`src/hdl/conv_params.svh`:
```
`ifndef CONV_PARAMS_SVH
`define CONV_PARAMS_SVH

// unsigned pixel width
`define PIX_WIDTH      8
// signed coefficient width
`define COEF_WIDTH     8
// zero-extended pixel (9b) times coefficient (8b)
`define PROD_WIDTH     17
// nine products plus carry growth
`define SUM_WIDTH      21

// pixels per image row, fixed
`define ROW_LEN        8

// configuration bus
`define CFG_ADDR_WIDTH 4
`define CFG_DATA_WIDTH 16
// coefficient pairs live at 0..4, control word here
`define CTRL_ADDR      8

`endif

```
`src/hdl/conv_pkg.sv`:
```
`include "conv_params.svh"

package conv_pkg;

    ////////////////////////////////////////
    // 3x3 neighbourhood, raster order
    ////////////////////////////////////////
    // row 0 is the oldest row, column 2 the newest pixel
    typedef struct packed {
        logic [`PIX_WIDTH-1:0] r0c0;
        logic [`PIX_WIDTH-1:0] r0c1;
        logic [`PIX_WIDTH-1:0] r0c2;
        logic [`PIX_WIDTH-1:0] r1c0;
        logic [`PIX_WIDTH-1:0] r1c1;
        logic [`PIX_WIDTH-1:0] r1c2;
        logic [`PIX_WIDTH-1:0] r2c0;
        logic [`PIX_WIDTH-1:0] r2c1;
        logic [`PIX_WIDTH-1:0] r2c2;
    } pixWindow_t;

    // coefficients, same layout as the window
    typedef struct packed {
        logic signed [`COEF_WIDTH-1:0] r0c0;
        logic signed [`COEF_WIDTH-1:0] r0c1;
        logic signed [`COEF_WIDTH-1:0] r0c2;
        logic signed [`COEF_WIDTH-1:0] r1c0;
        logic signed [`COEF_WIDTH-1:0] r1c1;
        logic signed [`COEF_WIDTH-1:0] r1c2;
        logic signed [`COEF_WIDTH-1:0] r2c0;
        logic signed [`COEF_WIDTH-1:0] r2c1;
        logic signed [`COEF_WIDTH-1:0] r2c2;
    } kernel_t;

    ////////////////////////////////////////
    // configuration word views
    ////////////////////////////////////////
    // control word, shift in the top nibble
    typedef struct packed {
        logic [3:0]                   shift;
        logic                         absMode;
        logic [`CFG_DATA_WIDTH-6:0]   reserved;
    } ctrl_t;

    // low byte holds the earlier coefficient
    typedef struct packed {
        logic signed [`COEF_WIDTH-1:0] hi;
        logic signed [`COEF_WIDTH-1:0] lo;
    } coefPair_t;

    // decoded by address in the register block
    typedef union packed {
        coefPair_t coef;
        ctrl_t     ctrl;
    } cfgWord_t;

    // quantizer output
    typedef struct packed {
        logic [`PIX_WIDTH-1:0] pixel;
        // raw sum was negative
        logic                  sign;
        // clamp changed the value
        logic                  saturated;
    } convResult_t;

endpackage

```
`src/hdl/kernelRegs.sv`:
```
`timescale 1ns/1ps

`include "conv_params.svh"

module kernelRegs (
    input  logic                        clk,
    input  logic                        rst,
    input  logic                        cfgWrite,
    input  logic [`CFG_ADDR_WIDTH-1:0]  cfgAddr,
    input  conv_pkg::cfgWord_t          cfgData,
    output conv_pkg::kernel_t           kernel,
    output conv_pkg::ctrl_t             ctrl
);

    // nine taps, two per address
    localparam int numCoefs = 9;

    // coefficient store in raster order
    logic signed [`COEF_WIDTH-1:0] coefReg [numCoefs];
    // quantizer control
    conv_pkg::ctrl_t               ctrlReg;
    // write hits the control word
    logic                          ctrlHit;

    assign ctrlHit = (cfgAddr == `CFG_ADDR_WIDTH'(`CTRL_ADDR));

    ////////////////////////////////////////
    // register writes
    ////////////////////////////////////////
    always_ff @(posedge clk or posedge rst) begin
        if (rst) begin
            // zero kernel, no shift, signed mode
            for (int i = 0; i < numCoefs; i++) begin
                coefReg[i] <= '0;
            end
            ctrlReg <= '0;
        end else if (cfgWrite) begin
            if (ctrlHit) begin
                // control view of the word
                ctrlReg <= cfgData.ctrl;
            end
            // coefficient view, address a covers taps 2a and 2a+1
            // tap 9 does not exist, so the high byte at 4 drops out
            // addresses above 4 match no tap and are ignored
            for (int i = 0; i < numCoefs; i++) begin
                if (int'(cfgAddr) == i / 2) begin
                    if (i % 2 == 0) begin
                        coefReg[i] <= cfgData.coef.lo;
                    end else begin
                        coefReg[i] <= cfgData.coef.hi;
                    end
                end
            end
        end
    end

    ////////////////////////////////////////
    // outputs
    ////////////////////////////////////////
    // taps back into struct order
    assign kernel = '{
        coefReg[0], coefReg[1], coefReg[2],
        coefReg[3], coefReg[4], coefReg[5],
        coefReg[6], coefReg[7], coefReg[8]
    };

    assign ctrl = ctrlReg;

endmodule

```
`src/hdl/lineWindow.sv`:
```
`timescale 1ns/1ps

`include "conv_params.svh"

module lineWindow (
    input  logic                   clk,
    input  logic                   rst,
    input  logic                   frameStart,
    input  logic                   pixelValid,
    input  logic [`PIX_WIDTH-1:0]  pixel,
    output logic                   windowValid,
    output conv_pkg::pixWindow_t   window
);

    localparam int colWidth = $clog2(`ROW_LEN);

    // one row back and two rows back
    logic [`PIX_WIDTH-1:0] rowAbove    [`ROW_LEN];
    logic [`PIX_WIDTH-1:0] rowTwoAbove [`ROW_LEN];
    // window taps, [row][col], col 2 newest
    logic [`PIX_WIDTH-1:0] win [3][3];

    // position of the incoming pixel
    logic [colWidth-1:0]   colCount;
    // saturates at 2, only needs to know two rows are behind
    logic [1:0]            rowCount;
    logic                  lastCol;
    logic                  fullWindow;

    assign lastCol    = (colCount == colWidth'(`ROW_LEN - 1));
    // columns 0 and 1 of a row never close a window
    assign fullWindow = (colCount >= colWidth'(2)) && (rowCount == 2'd2);

    ////////////////////////////////////////
    // row delay lines
    ////////////////////////////////////////
    // tail of each line is exactly ROW_LEN pixels old
    always_ff @(posedge clk) begin
        if (pixelValid) begin
            rowAbove[0]    <= pixel;
            rowTwoAbove[0] <= rowAbove[`ROW_LEN-1];
            for (int i = 1; i < `ROW_LEN; i++) begin
                rowAbove[i]    <= rowAbove[i-1];
                rowTwoAbove[i] <= rowTwoAbove[i-1];
            end
        end
    end

    ////////////////////////////////////////
    // 3x3 shift window
    ////////////////////////////////////////
    always_ff @(posedge clk) begin
        if (pixelValid) begin
            // older columns move left
            for (int r = 0; r < 3; r++) begin
                win[r][0] <= win[r][1];
                win[r][1] <= win[r][2];
            end
            // fresh column from both delay lines and the input
            win[0][2] <= rowTwoAbove[`ROW_LEN-1];
            win[1][2] <= rowAbove[`ROW_LEN-1];
            win[2][2] <= pixel;
        end
    end

    // position counters and window strobe
    always_ff @(posedge clk or posedge rst) begin
        if (rst) begin
            colCount    <= '0;
            rowCount    <= '0;
            windowValid <= 1'b0;
        end else begin
            // same edge as the window load
            windowValid <= pixelValid && fullWindow && !frameStart;
            if (frameStart) begin
                colCount <= '0;
                rowCount <= '0;
            end else if (pixelValid) begin
                if (lastCol) begin
                    colCount <= '0;
                    if (rowCount != 2'd2) begin
                        rowCount <= rowCount + 2'd1;
                    end
                end else begin
                    colCount <= colCount + colWidth'(1);
                end
            end
        end
    end

    assign window = '{
        win[0][0], win[0][1], win[0][2],
        win[1][0], win[1][1], win[1][2],
        win[2][0], win[2][1], win[2][2]
    };

endmodule

```
`src/hdl/filter3x3.sv`:
```
`timescale 1ns/1ps

`include "conv_params.svh"

module filter3x3 (
    input  logic                          clk,
    input  logic                          rst,
    input  logic                          windowValid,
    input  conv_pkg::pixWindow_t          window,
    input  conv_pkg::kernel_t             kernel,
    output logic                          sumValid,
    output logic signed [`SUM_WIDTH-1:0]  sum
);

    // stage 1, captured operands
    conv_pkg::pixWindow_t          winReg;
    conv_pkg::kernel_t             kerReg;
    logic                          loadValid;
    // flat views, index 0 is r0c0
    logic [0:8][`PIX_WIDTH-1:0]    pixTap;
    logic [0:8][`COEF_WIDTH-1:0]   coefTap;
    // stage 2, products
    logic signed [`PROD_WIDTH-1:0] prodReg [9];
    logic                          prodValid;
    // adder tree, one level per row then total
    logic signed [`SUM_WIDTH-1:0]  rowSum [3];
    logic signed [`SUM_WIDTH-1:0]  treeSum;

    assign pixTap  = winReg;
    assign coefTap = kerReg;

    ////////////////////////////////////////
    // payload stages
    ////////////////////////////////////////
    always_ff @(posedge clk) begin
        // load
        if (windowValid) begin
            winReg <= window;
            kerReg <= kernel;
        end
        // multiply, pixel zero-extended to keep it positive
        if (loadValid) begin
            for (int i = 0; i < 9; i++) begin
                prodReg[i] <= $signed({1'b0, pixTap[i]}) * $signed(coefTap[i]);
            end
        end
        // add
        if (prodValid) begin
            sum <= treeSum;
        end
    end

    // products sign-extended before the adds
    always_comb begin
        for (int r = 0; r < 3; r++) begin
            rowSum[r] = `SUM_WIDTH'(prodReg[3*r])
                      + `SUM_WIDTH'(prodReg[3*r+1])
                      + `SUM_WIDTH'(prodReg[3*r+2]);
        end
        treeSum = rowSum[0] + rowSum[1] + rowSum[2];
    end

    ////////////////////////////////////////
    // valid pipe
    ////////////////////////////////////////
    // one bit per stage, windows overlap freely
    always_ff @(posedge clk or posedge rst) begin
        if (rst) begin
            loadValid <= 1'b0;
            prodValid <= 1'b0;
            sumValid  <= 1'b0;
        end else begin
            loadValid <= windowValid;
            prodValid <= loadValid;
            sumValid  <= prodValid;
        end
    end

endmodule

```
`src/hdl/outputQuantizer.sv`:
```
`timescale 1ns/1ps

`include "conv_params.svh"

module outputQuantizer (
    input  logic                          clk,
    input  logic                          rst,
    input  logic                          sumValid,
    input  logic signed [`SUM_WIDTH-1:0]  sum,
    input  conv_pkg::ctrl_t               ctrl,
    output logic                          resultValid,
    output conv_pkg::convResult_t         result
);

    localparam int pixMax = (1 << `PIX_WIDTH) - 1;

    logic                         negative;
    logic signed [`SUM_WIDTH-1:0] magnitude;
    logic signed [`SUM_WIDTH-1:0] shifted;
    conv_pkg::convResult_t        nextResult;

    // sign, optional abs, arithmetic shift, clamp
    always_comb begin
        negative   = sum[`SUM_WIDTH-1];
        // sum range keeps the negation from overflowing
        magnitude  = (ctrl.absMode && negative) ? -sum : sum;
        shifted    = magnitude >>> ctrl.shift;
        nextResult.sign = negative;
        if (shifted < 0) begin
            nextResult.pixel     = '0;
            nextResult.saturated = 1'b1;
        end else if (shifted > pixMax) begin
            nextResult.pixel     = `PIX_WIDTH'(pixMax);
            nextResult.saturated = 1'b1;
        end else begin
            nextResult.pixel     = shifted[`PIX_WIDTH-1:0];
            nextResult.saturated = 1'b0;
        end
    end

    // output register
    always_ff @(posedge clk) begin
        if (sumValid) begin
            result <= nextResult;
        end
    end

    always_ff @(posedge clk or posedge rst) begin
        if (rst) begin
            resultValid <= 1'b0;
        end else begin
            resultValid <= sumValid;
        end
    end

endmodule

```
`src/hdl/convTop.sv`:
```
`timescale 1ns/1ps

`include "conv_params.svh"

module convTop (
    input  logic                        clk,
    input  logic                        rst,
    input  logic                        frameStart,
    input  logic                        pixelValid,
    input  logic [`PIX_WIDTH-1:0]       pixel,
    input  logic                        cfgWrite,
    input  logic [`CFG_ADDR_WIDTH-1:0]  cfgAddr,
    input  logic [`CFG_DATA_WIDTH-1:0]  cfgData,
    output logic                        resultValid,
    output conv_pkg::convResult_t       result
);

    ////////////////////////////////////////
    // internal links
    ////////////////////////////////////////
    conv_pkg::kernel_t            kernel;
    conv_pkg::ctrl_t              ctrl;
    logic                         windowValid;
    conv_pkg::pixWindow_t         window;
    logic                         sumValid;
    logic signed [`SUM_WIDTH-1:0] sum;

    // coefficients and control word
    kernelRegs i_kernelRegs (
        .clk      (clk),
        .rst      (rst),
        .cfgWrite (cfgWrite),
        .cfgAddr  (cfgAddr),
        .cfgData  (cfgData),
        .kernel   (kernel),
        .ctrl     (ctrl)
    );

    // pixel stream to windows, 1 cycle
    lineWindow i_lineWindow (
        .clk         (clk),
        .rst         (rst),
        .frameStart  (frameStart),
        .pixelValid  (pixelValid),
        .pixel       (pixel),
        .windowValid (windowValid),
        .window      (window)
    );

    // multiply and add, 3 cycles
    filter3x3 i_filter3x3 (
        .clk         (clk),
        .rst         (rst),
        .windowValid (windowValid),
        .window      (window),
        .kernel      (kernel),
        .sumValid    (sumValid),
        .sum         (sum)
    );

    // back to 8 bits, 1 cycle
    outputQuantizer i_outputQuantizer (
        .clk         (clk),
        .rst         (rst),
        .sumValid    (sumValid),
        .sum         (sum),
        .ctrl        (ctrl),
        .resultValid (resultValid),
        .result      (result)
    );

endmodule

```
`config.mk`:
```
export PLATFORM = sky130hd
export DESIGN_NAME = convTop
export DESIGN_NICKNAME = d
export VERILOG_FILES = /design/src/hdl/conv_pkg.sv /design/src/hdl/kernelRegs.sv /design/src/hdl/lineWindow.sv /design/src/hdl/filter3x3.sv /design/src/hdl/outputQuantizer.sv /design/src/hdl/convTop.sv
export VERILOG_INCLUDE_DIRS = /design/src /design/src/hdl
export SDC_FILE = /design/constraint.sdc
export NUM_CORES = 2
export LEC_CHECK = 0
export CAP_MARGIN = 20
export CELL_PAD_IN_SITES_DETAIL_PLACEMENT = 0
export CELL_PAD_IN_SITES_GLOBAL_PLACEMENT = 1
export CORE_ASPECT_RATIO = 1.25
export CORE_MARGIN = 2
export CORE_UTILIZATION = 55
export CTS_BUF_LIST = sky130_fd_sc_hd__clkbuf_2
export DETAILED_ROUTE_END_ITERATION = 16
export DONT_BUFFER_PORTS = 1
export GPL_TIMING_DRIVEN = 0
export PLACE_DENSITY = 0.91
export SLEW_MARGIN = 20
export SYNTH_ARGS = -nofsm -noshare
export SYNTH_HDL_FRONTEND = slang
export SYNTH_HIERARCHICAL = 1
export SYNTH_SLANG_ARGS = --single-unit
```
`constraint.sdc`:
```
create_clock -name clk -period 8.34 [get_ports clk]
set_clock_uncertainty 0.2 [all_clocks]
set_input_delay 1.668 -clock clk [delete_from_list [all_inputs] [get_ports clk]]
set_output_delay 1.668 -clock clk [all_outputs]
set_load 0.02 [all_outputs]
```
# [Yosys cells after proc, flatten, opt, wreduce, memory -nomap -nowiden]
# Memories as Yosys holds them, arrays and structs flattened.
# Cells that the tools add are included.
[totals] input_bits=33 mem_count=4 mem_bits_ro=0 mem_bits_rw=353 latchBits=0 wordCells=106 reg_bits=262
[op_classes] eq_ne=8 bitwise=0 n_addsub=11 n_mux=14 div=0 reduce_logical=16 n_mul=9 shift=1 magnitude_cmp=3
[mem_list] name="i_filter3x3.prodReg" words=9 width=17 read_ports=9 rd_clocked_by_memory_dff=0 write_ports=9 line_no="filter3x3.sv:23" rtl="logic signed [`PROD_WIDTH-1:0] prodReg [9];"
[mem_list] name="i_lineWindow.win" words=3 width=24 read_ports=3 rd_clocked_by_memory_dff=0 write_ports=3 line_no="lineWindow.sv:21" rtl="logic [`PIX_WIDTH-1:0] win [3][3];"
[mem_list] name="i_lineWindow.rowAbove" words=8 width=8 read_ports=8 rd_clocked_by_memory_dff=0 write_ports=8 line_no="lineWindow.sv:18" rtl="logic [`PIX_WIDTH-1:0] rowAbove [`ROW_LEN];"
[mem_list] name="i_lineWindow.rowTwoAbove" words=8 width=8 read_ports=8 rd_clocked_by_memory_dff=0 write_ports=8 line_no="lineWindow.sv:19" rtl="logic [`PIX_WIDTH-1:0] rowTwoAbove [`ROW_LEN];"
[ops] op="$mul A9 B8 Y17" n=9
[ops] op="$add A18 B17 Y19" n=3
[ops] op="$add A17 B17 Y18" n=3
[ops] op="$add A21 B21 Y21" n=2
[ops] op="$gt A21 B9 Y1 const B" n=1
[ops] op="$lt A21 B1 Y1 const B" n=1
[ops] op="$mux W21" n=1
[ops] op="$neg A21 Y21" n=1
[ops] op="$sshr A21 B4 Y21" n=1
[ops] op="$reduce_and A2 Y1" n=6
[ops] op="$mux W3" n=3
[ops] op="$eq A4 B3 Y1 const B" n=2
[ops] op="$eq A4 B4 Y1 const B" n=2
[ops] op="$mux W2" n=4
[ops] op="$mux W8" n=1
[ops] op="$reduce_bool A2 Y1" n=3
[ops] op="$mux W1" n=5
[ops] op="$eq A4 B2 Y1 const B" n=1
[ops] op="$logic_and A1 B1 Y1" n=4
[ops] op="$logic_not A4 Y1" n=1
[ops] op="$add A3 B1 Y3 const B" n=1
[ops] op="$eq A3 B3 Y1 const B" n=1
[ops] op="$ge A3 B2 Y1 const B" n=1
[ops] op="$reduce_and A3 Y1" n=1
[ops] op="4 further kinds" n=4

# [Longest topological paths before layout]
[depth] depth_word=5 depth_mapped=25 ltp_nobuf=25

# [Cells and area by module]
# Netlist, hierarchy kept.
[by_module_without_submodules] module="filter3x3" n_inst=1 seq_area_each_um2=9624.2 cells_per_inst=3048 area_each_um2=33318.2
[by_module_without_submodules] module="lineWindow" n_inst=1 seq_area_each_um2=4714.5 cells_per_inst=230 area_each_um2=5251.3
[by_module_without_submodules] module="kernelRegs" n_inst=1 seq_area_each_um2=2202.1 cells_per_inst=191 area_each_um2=3318.2
[by_module_without_submodules] module="outputQuantizer" n_inst=1 seq_area_each_um2=325.3 cells_per_inst=356 area_each_um2=2583.7

# [Worst setup path before layout]
# OpenSTA, ideal clock, no wires.
[synth_timing] path_kind="reg-to-reg" start="memory i_filter3x3/prodReg[0][19] (netlist bit)" end="register i_filter3x3.sum[20] (data pin)" t_arrival_ns=5.660 setup_time_ns=0.260 path_stages_with_launch=23 required_ns=7.880 period_less_slack_ns=6.120 setup_slack_ns=2.220 n_path_buf=1 path_cell_list="edfxtp_1 > fa_1 > fa_1 > inv_1 > fa_1 > inv_1 > ha_1 > fa_1 > a21o_1 > a21oi_1 > o21ai_1 > a31oi_1 > o21ai_1 > xnor2_1 > fa_1 > ha_1 > clkbuf_1 > a21oi_1 > a21oi_1 > o221a_4 > a311o_1 > a21oi_2 > xnor2_1"
[synth_rtl] element="start, declared" line_no="filter3x3.sv:23"
[synth_rtl] element="end signal, assigned" line_no="filter3x3.sv:49" rtl="sum <= treeSum;"
[synth_rtl] element="end, declared" line_no="filter3x3.sv:12" rtl="output logic signed [`SUM_WIDTH-1:0] sum"

==> tab_implementation.tex <==
\begin{tabular}{lr}
\hline
Metric & Value \\
\hline
\multicolumn{2}{l}{\textbf{Floorplan}} \\
\quad Initial standard-cell utilization of the core & around 55\% \\
\quad Die area & between 0.08 and 0.09 mm2 \\
\quad Io pins & 44 \\
\quad Area of the core region & 0.0797 mm2 \\
\quad Floorplan row count & 116 \\
\quad Die width & 257 um \\
\quad Height of the die & $\sim$320 um \\
\multicolumn{2}{l}{\textbf{Global routing}} \\
\quad Number of global-route vias before repair & between 20000 and 30000 \\
\quad Pin count of the biggest net entering global routing & 160 \\
\quad Total grt overflow & 0 \\
\quad Initial antenna violation count & 12 \\
\quad Overall global routing resource usage & 24.2\% \\
\quad First-pass GRT wire length & roughly 150000 um \\
\multicolumn{2}{l}{\textbf{Power}} \\
\quad Clk pwr share & roughly 36\% \\
\quad Pwr dens & $\sim$120 mW/mm2 \\
\quad Total power of the final layout & 5.86 mW \\
\quad Combinational Power Share & just under 8\% \\
\quad Switching power & about 1.5 mW \\
\quad Largest vdd supply drop & between 0.2 and 0.3 mV \\
\quad Leakage & 21.2 nW \\
\quad Share of total power consumed by net switching & about a quarter \\
\quad Sequential share of power & about 56\% \\
\quad Internal power & 4.39 mW \\
\multicolumn{2}{l}{\textbf{Place}} \\
\quad Weighted congestion at the end of routability-driven global placement & approximately 0.89 \\
\quad Count of buffers from port buffering & 0 \\
\quad Half-perimeter wire length after detailed placement & 75500 um \\
\multicolumn{2}{l}{\textbf{Drt}} \\
\quad Total iterations of the first detailed-routing run & 6 \\
\quad Via count of the routed design & between 20000 and 30000 \\
\quad Vias per Instance & between 5 and 6 \\
\quad Violation count after the first detailed-route iteration & $\sim$1600 \\
\quad Wire per inst & 18.7 um \\
\quad Routed Antenna Nets & 0 \\
\quad Total wire length after detailed routing & around 96000 um \\
\quad Number of DRC violations after detailed routing & 0 \\
\multicolumn{2}{l}{\textbf{Critical path}} \\
\quad Register-to-Register Setup Slack & $\sim$1.2 ns \\
\quad Data required time at the worst endpoint & between 9 and 10 ns \\
\quad Crit-path slowest cell & sky130\_fd\_sc\_hd\_\_a2111oi\_0 \\
\quad Endpoint of the most critical register-to-register path & i\_filter3x3/sum[20] \\
\quad CP max stage delay & slightly below 0.6 ns \\
\quad Family with the most delay on the worst path & adder cells \\
\quad Largest driver fanout on the critical path & 6 \\
\quad R2r startpoint & i\_filter3x3/prodReg[0][36] \\
\quad Data arrival time of the critical path & between 7 and 8 ns \\
\quad Element type at the critical path start & flip-flop \\
\quad CP most frequent cell & sky130\_fd\_sc\_hd\_\_fa\_1 \\
\quad Worst Path Class, Setup & reg -> reg \\
\quad Number of buffer and inverter instances along the worst setup path & 2 \\
\quad Cell count of the worst reg-to-reg path & 21 \\
\quad Ordered list of cells on the worst path & fa\_1, fa\_1, inv\_1, fa\_1, inv\_1, ha\_1, fa\_1, a21o\_1, a21oi\_1, o21ai\_1, a31oi\_1, xnor2\_1, fa\_1, ha\_1, nand3\_1, a2111oi\_0, a21o\_2, o221a\_4, a311o\_1, a21oi\_2, xnor2\_1 \\
\quad Kind of end point of the critical path & flip-flop \\
\multicolumn{2}{l}{\textbf{CTS}} \\
\quad Cts bufs inserted & about 140 \\
\quad Sink Count & approximately 570 \\
\quad Buffers inserted during post-CTS setup optimization & 0 \\
\quad Number of gates resized after cts & 0 \\
\quad TritonCTS clock tree & done \\
\quad Max Buffers Root-to-Sink & 3 \\
\quad Clock edge transition at the registers on the reported setup and hold paths & roughly 0.1 ns \\
\quad Cell at the root of the clock tree & sky130\_fd\_sc\_hd\_\_clkbuf\_2 \\
\quad Number of levels the H-tree was split into & 4 \\
\quad Source-to-sink clock delay at the later pin of the worst-skew pair & about 1.4 ns \\
\quad Hold\_buf cts & 2 \\
\multicolumn{2}{l}{\textbf{Worst hold path}} \\
\quad Destination of the worst hold path & i\_lineWindow/colCount[0] \\
\quad Class of the most critical hold timing path & in -> reg \\
\quad Worst hold path stage count & 1 \\
\quad Startpoint of the most critical hold path & frameStart \\
\multicolumn{2}{l}{\textbf{Cells and area}} \\
\quad Proportion of layout cells with a drive suffix above 1 & about a tenth \\
\quad Leading cell type in the layout, fill and taps excluded & sky130\_fd\_sc\_hd\_\_inv\_1 \\
\quad Area delta synth->final & 6.85\% \\
\quad Commonest cells after routing, fill and taps aside & sky130\_fd\_sc\_hd\_\_inv\_1, sky130\_fd\_sc\_hd\_\_edfxtp\_1, sky130\_fd\_sc\_hd\_\_fa\_1 \\
\quad Final-stage net count & 4853 \\
\multicolumn{2}{l}{\textbf{Timing}} \\
\quad Peak clock frequency supported by timing & roughly 140 MHz \\
\quad Max-slew headroom & between 20\% and 30\% \\
\quad Final critical path time including I/O delays and setup & roughly 7 ns \\
\quad Final worst path period share & a little under nine tenths \\
\quad Final count of hold timing violations & 0 \\
\quad Number of pins with negative max-slew slack in the final report & 0 \\
\quad Final total negative setup slack & 0 ns \\
\quad Worst-margin pin slew & around 1.1 ns \\
\quad Setup repair after global routing missed its margin & false \\
\quad Final setup violating endpoints & 0 \\
\multicolumn{2}{l}{\textbf{Yosys}} \\
\quad Number of nets in the synthesized netlist & about 4700 \\
\quad Synthesized netlist cell count & around 3800 \\
\quad Synthesis Warnings & 6 \\
\quad Cell area after technology mapping & 0.0441 mm2 \\
\quad Mean instance size in the synthesized netlist & between 10 and 15 um2 \\
\multicolumn{2}{l}{\textbf{Run}} \\
\quad Count of maximum capacitance violations & 0 \\
\multicolumn{2}{l}{\textbf{Outcome}} \\
\quad Result of the run & complete, no violations \\
\hline
\end{tabular}
registers in the layout, indices dropped and copies added (netlist names), 3 cells and up:
register / count
i_filter3x3/coefTap: 72
i_filter3x3/prodReg: 153
i_lineWindow/win: 25
i_lineWindow/rowTwoAbove: 64
i_lineWindow/rowAbove: 63
i_filter3x3/sum: 21
i_kernelRegs/ctrl: 5
i_filter3x3/pixTap: 72
i_outputQuantizer/result: 10
i_lineWindow/colCount: 3
i_kernelRegs/kernel: 72
per-layer routing:
| layer | global-route usage (%) | wire, um |
|---|---|---|
| met3 | 4.46 | 5150 |
| met4 | 8.53 | 2440 |
| met1 | 30.2 | 39300 |
| met2 | 42.2 | 49200 |
| met5 | 0 | 39 |
through the flow:
stage	utilization, %	instance area (um2)	setup WS, ns	hold slack, ns	std cells
6_report	59.1	47100	1.21	0.180	5131
3_5_place_dp	57.2	45600	1.27	0.205	4871
3_3_place_gp	57.0	45400	1.27	0.201	4865
5_1_grt	59.1	47100	1.01	0.0293	5123
4_1_cts	59.1	47100	1.25	0.00303	5120
2_1_floorplan	-	44100	2.22	0.200	3803
area by class of cell:
cell class	count	area, um2
antenna	11	27.5
timing repair buffer	8	163
buffer	91	554
inverter	679	2550
clock buffer	185	926
tap	1062	1330
clock inverter	62	563
sequential	567	16600
fill	6426	32600
multi-input combinational	2466	24400
power by group through the flow:
stage,clock (mW),combinational (mW),sequential (mW)
floorplan,0,0.355,3.32
global placement,0,0.442,3.35
detailed placement,0,0.452,3.36
CTS,2.18,0.457,3.29
global route,2.31,0.507,3.31
finish,2.10,0.463,3.29
worst max-delay path by stage:
stage	cells after the start	startpoint	slack, ns	end
after floorplan	22	i_filter3x3/prodReg[0][19]	2.22	i_filter3x3/sum[20]
after global placement	21	i_filter3x3/prodReg[0][36]	1.27	i_filter3x3/sum[19]
after detailed placement	21	i_filter3x3/prodReg[0][36]	1.27	i_filter3x3/sum[19]
after CTS	21	i_filter3x3/prodReg[0][36]	1.25	i_filter3x3/sum[19]
after global routing	23	i_filter3x3/prodReg[0][38]	1.01	i_filter3x3/sum[20]
final	21	i_filter3x3/prodReg[0][36]	1.21	i_filter3x3/sum[20]
No activity file was read; power rests on OpenSTA's default activity.
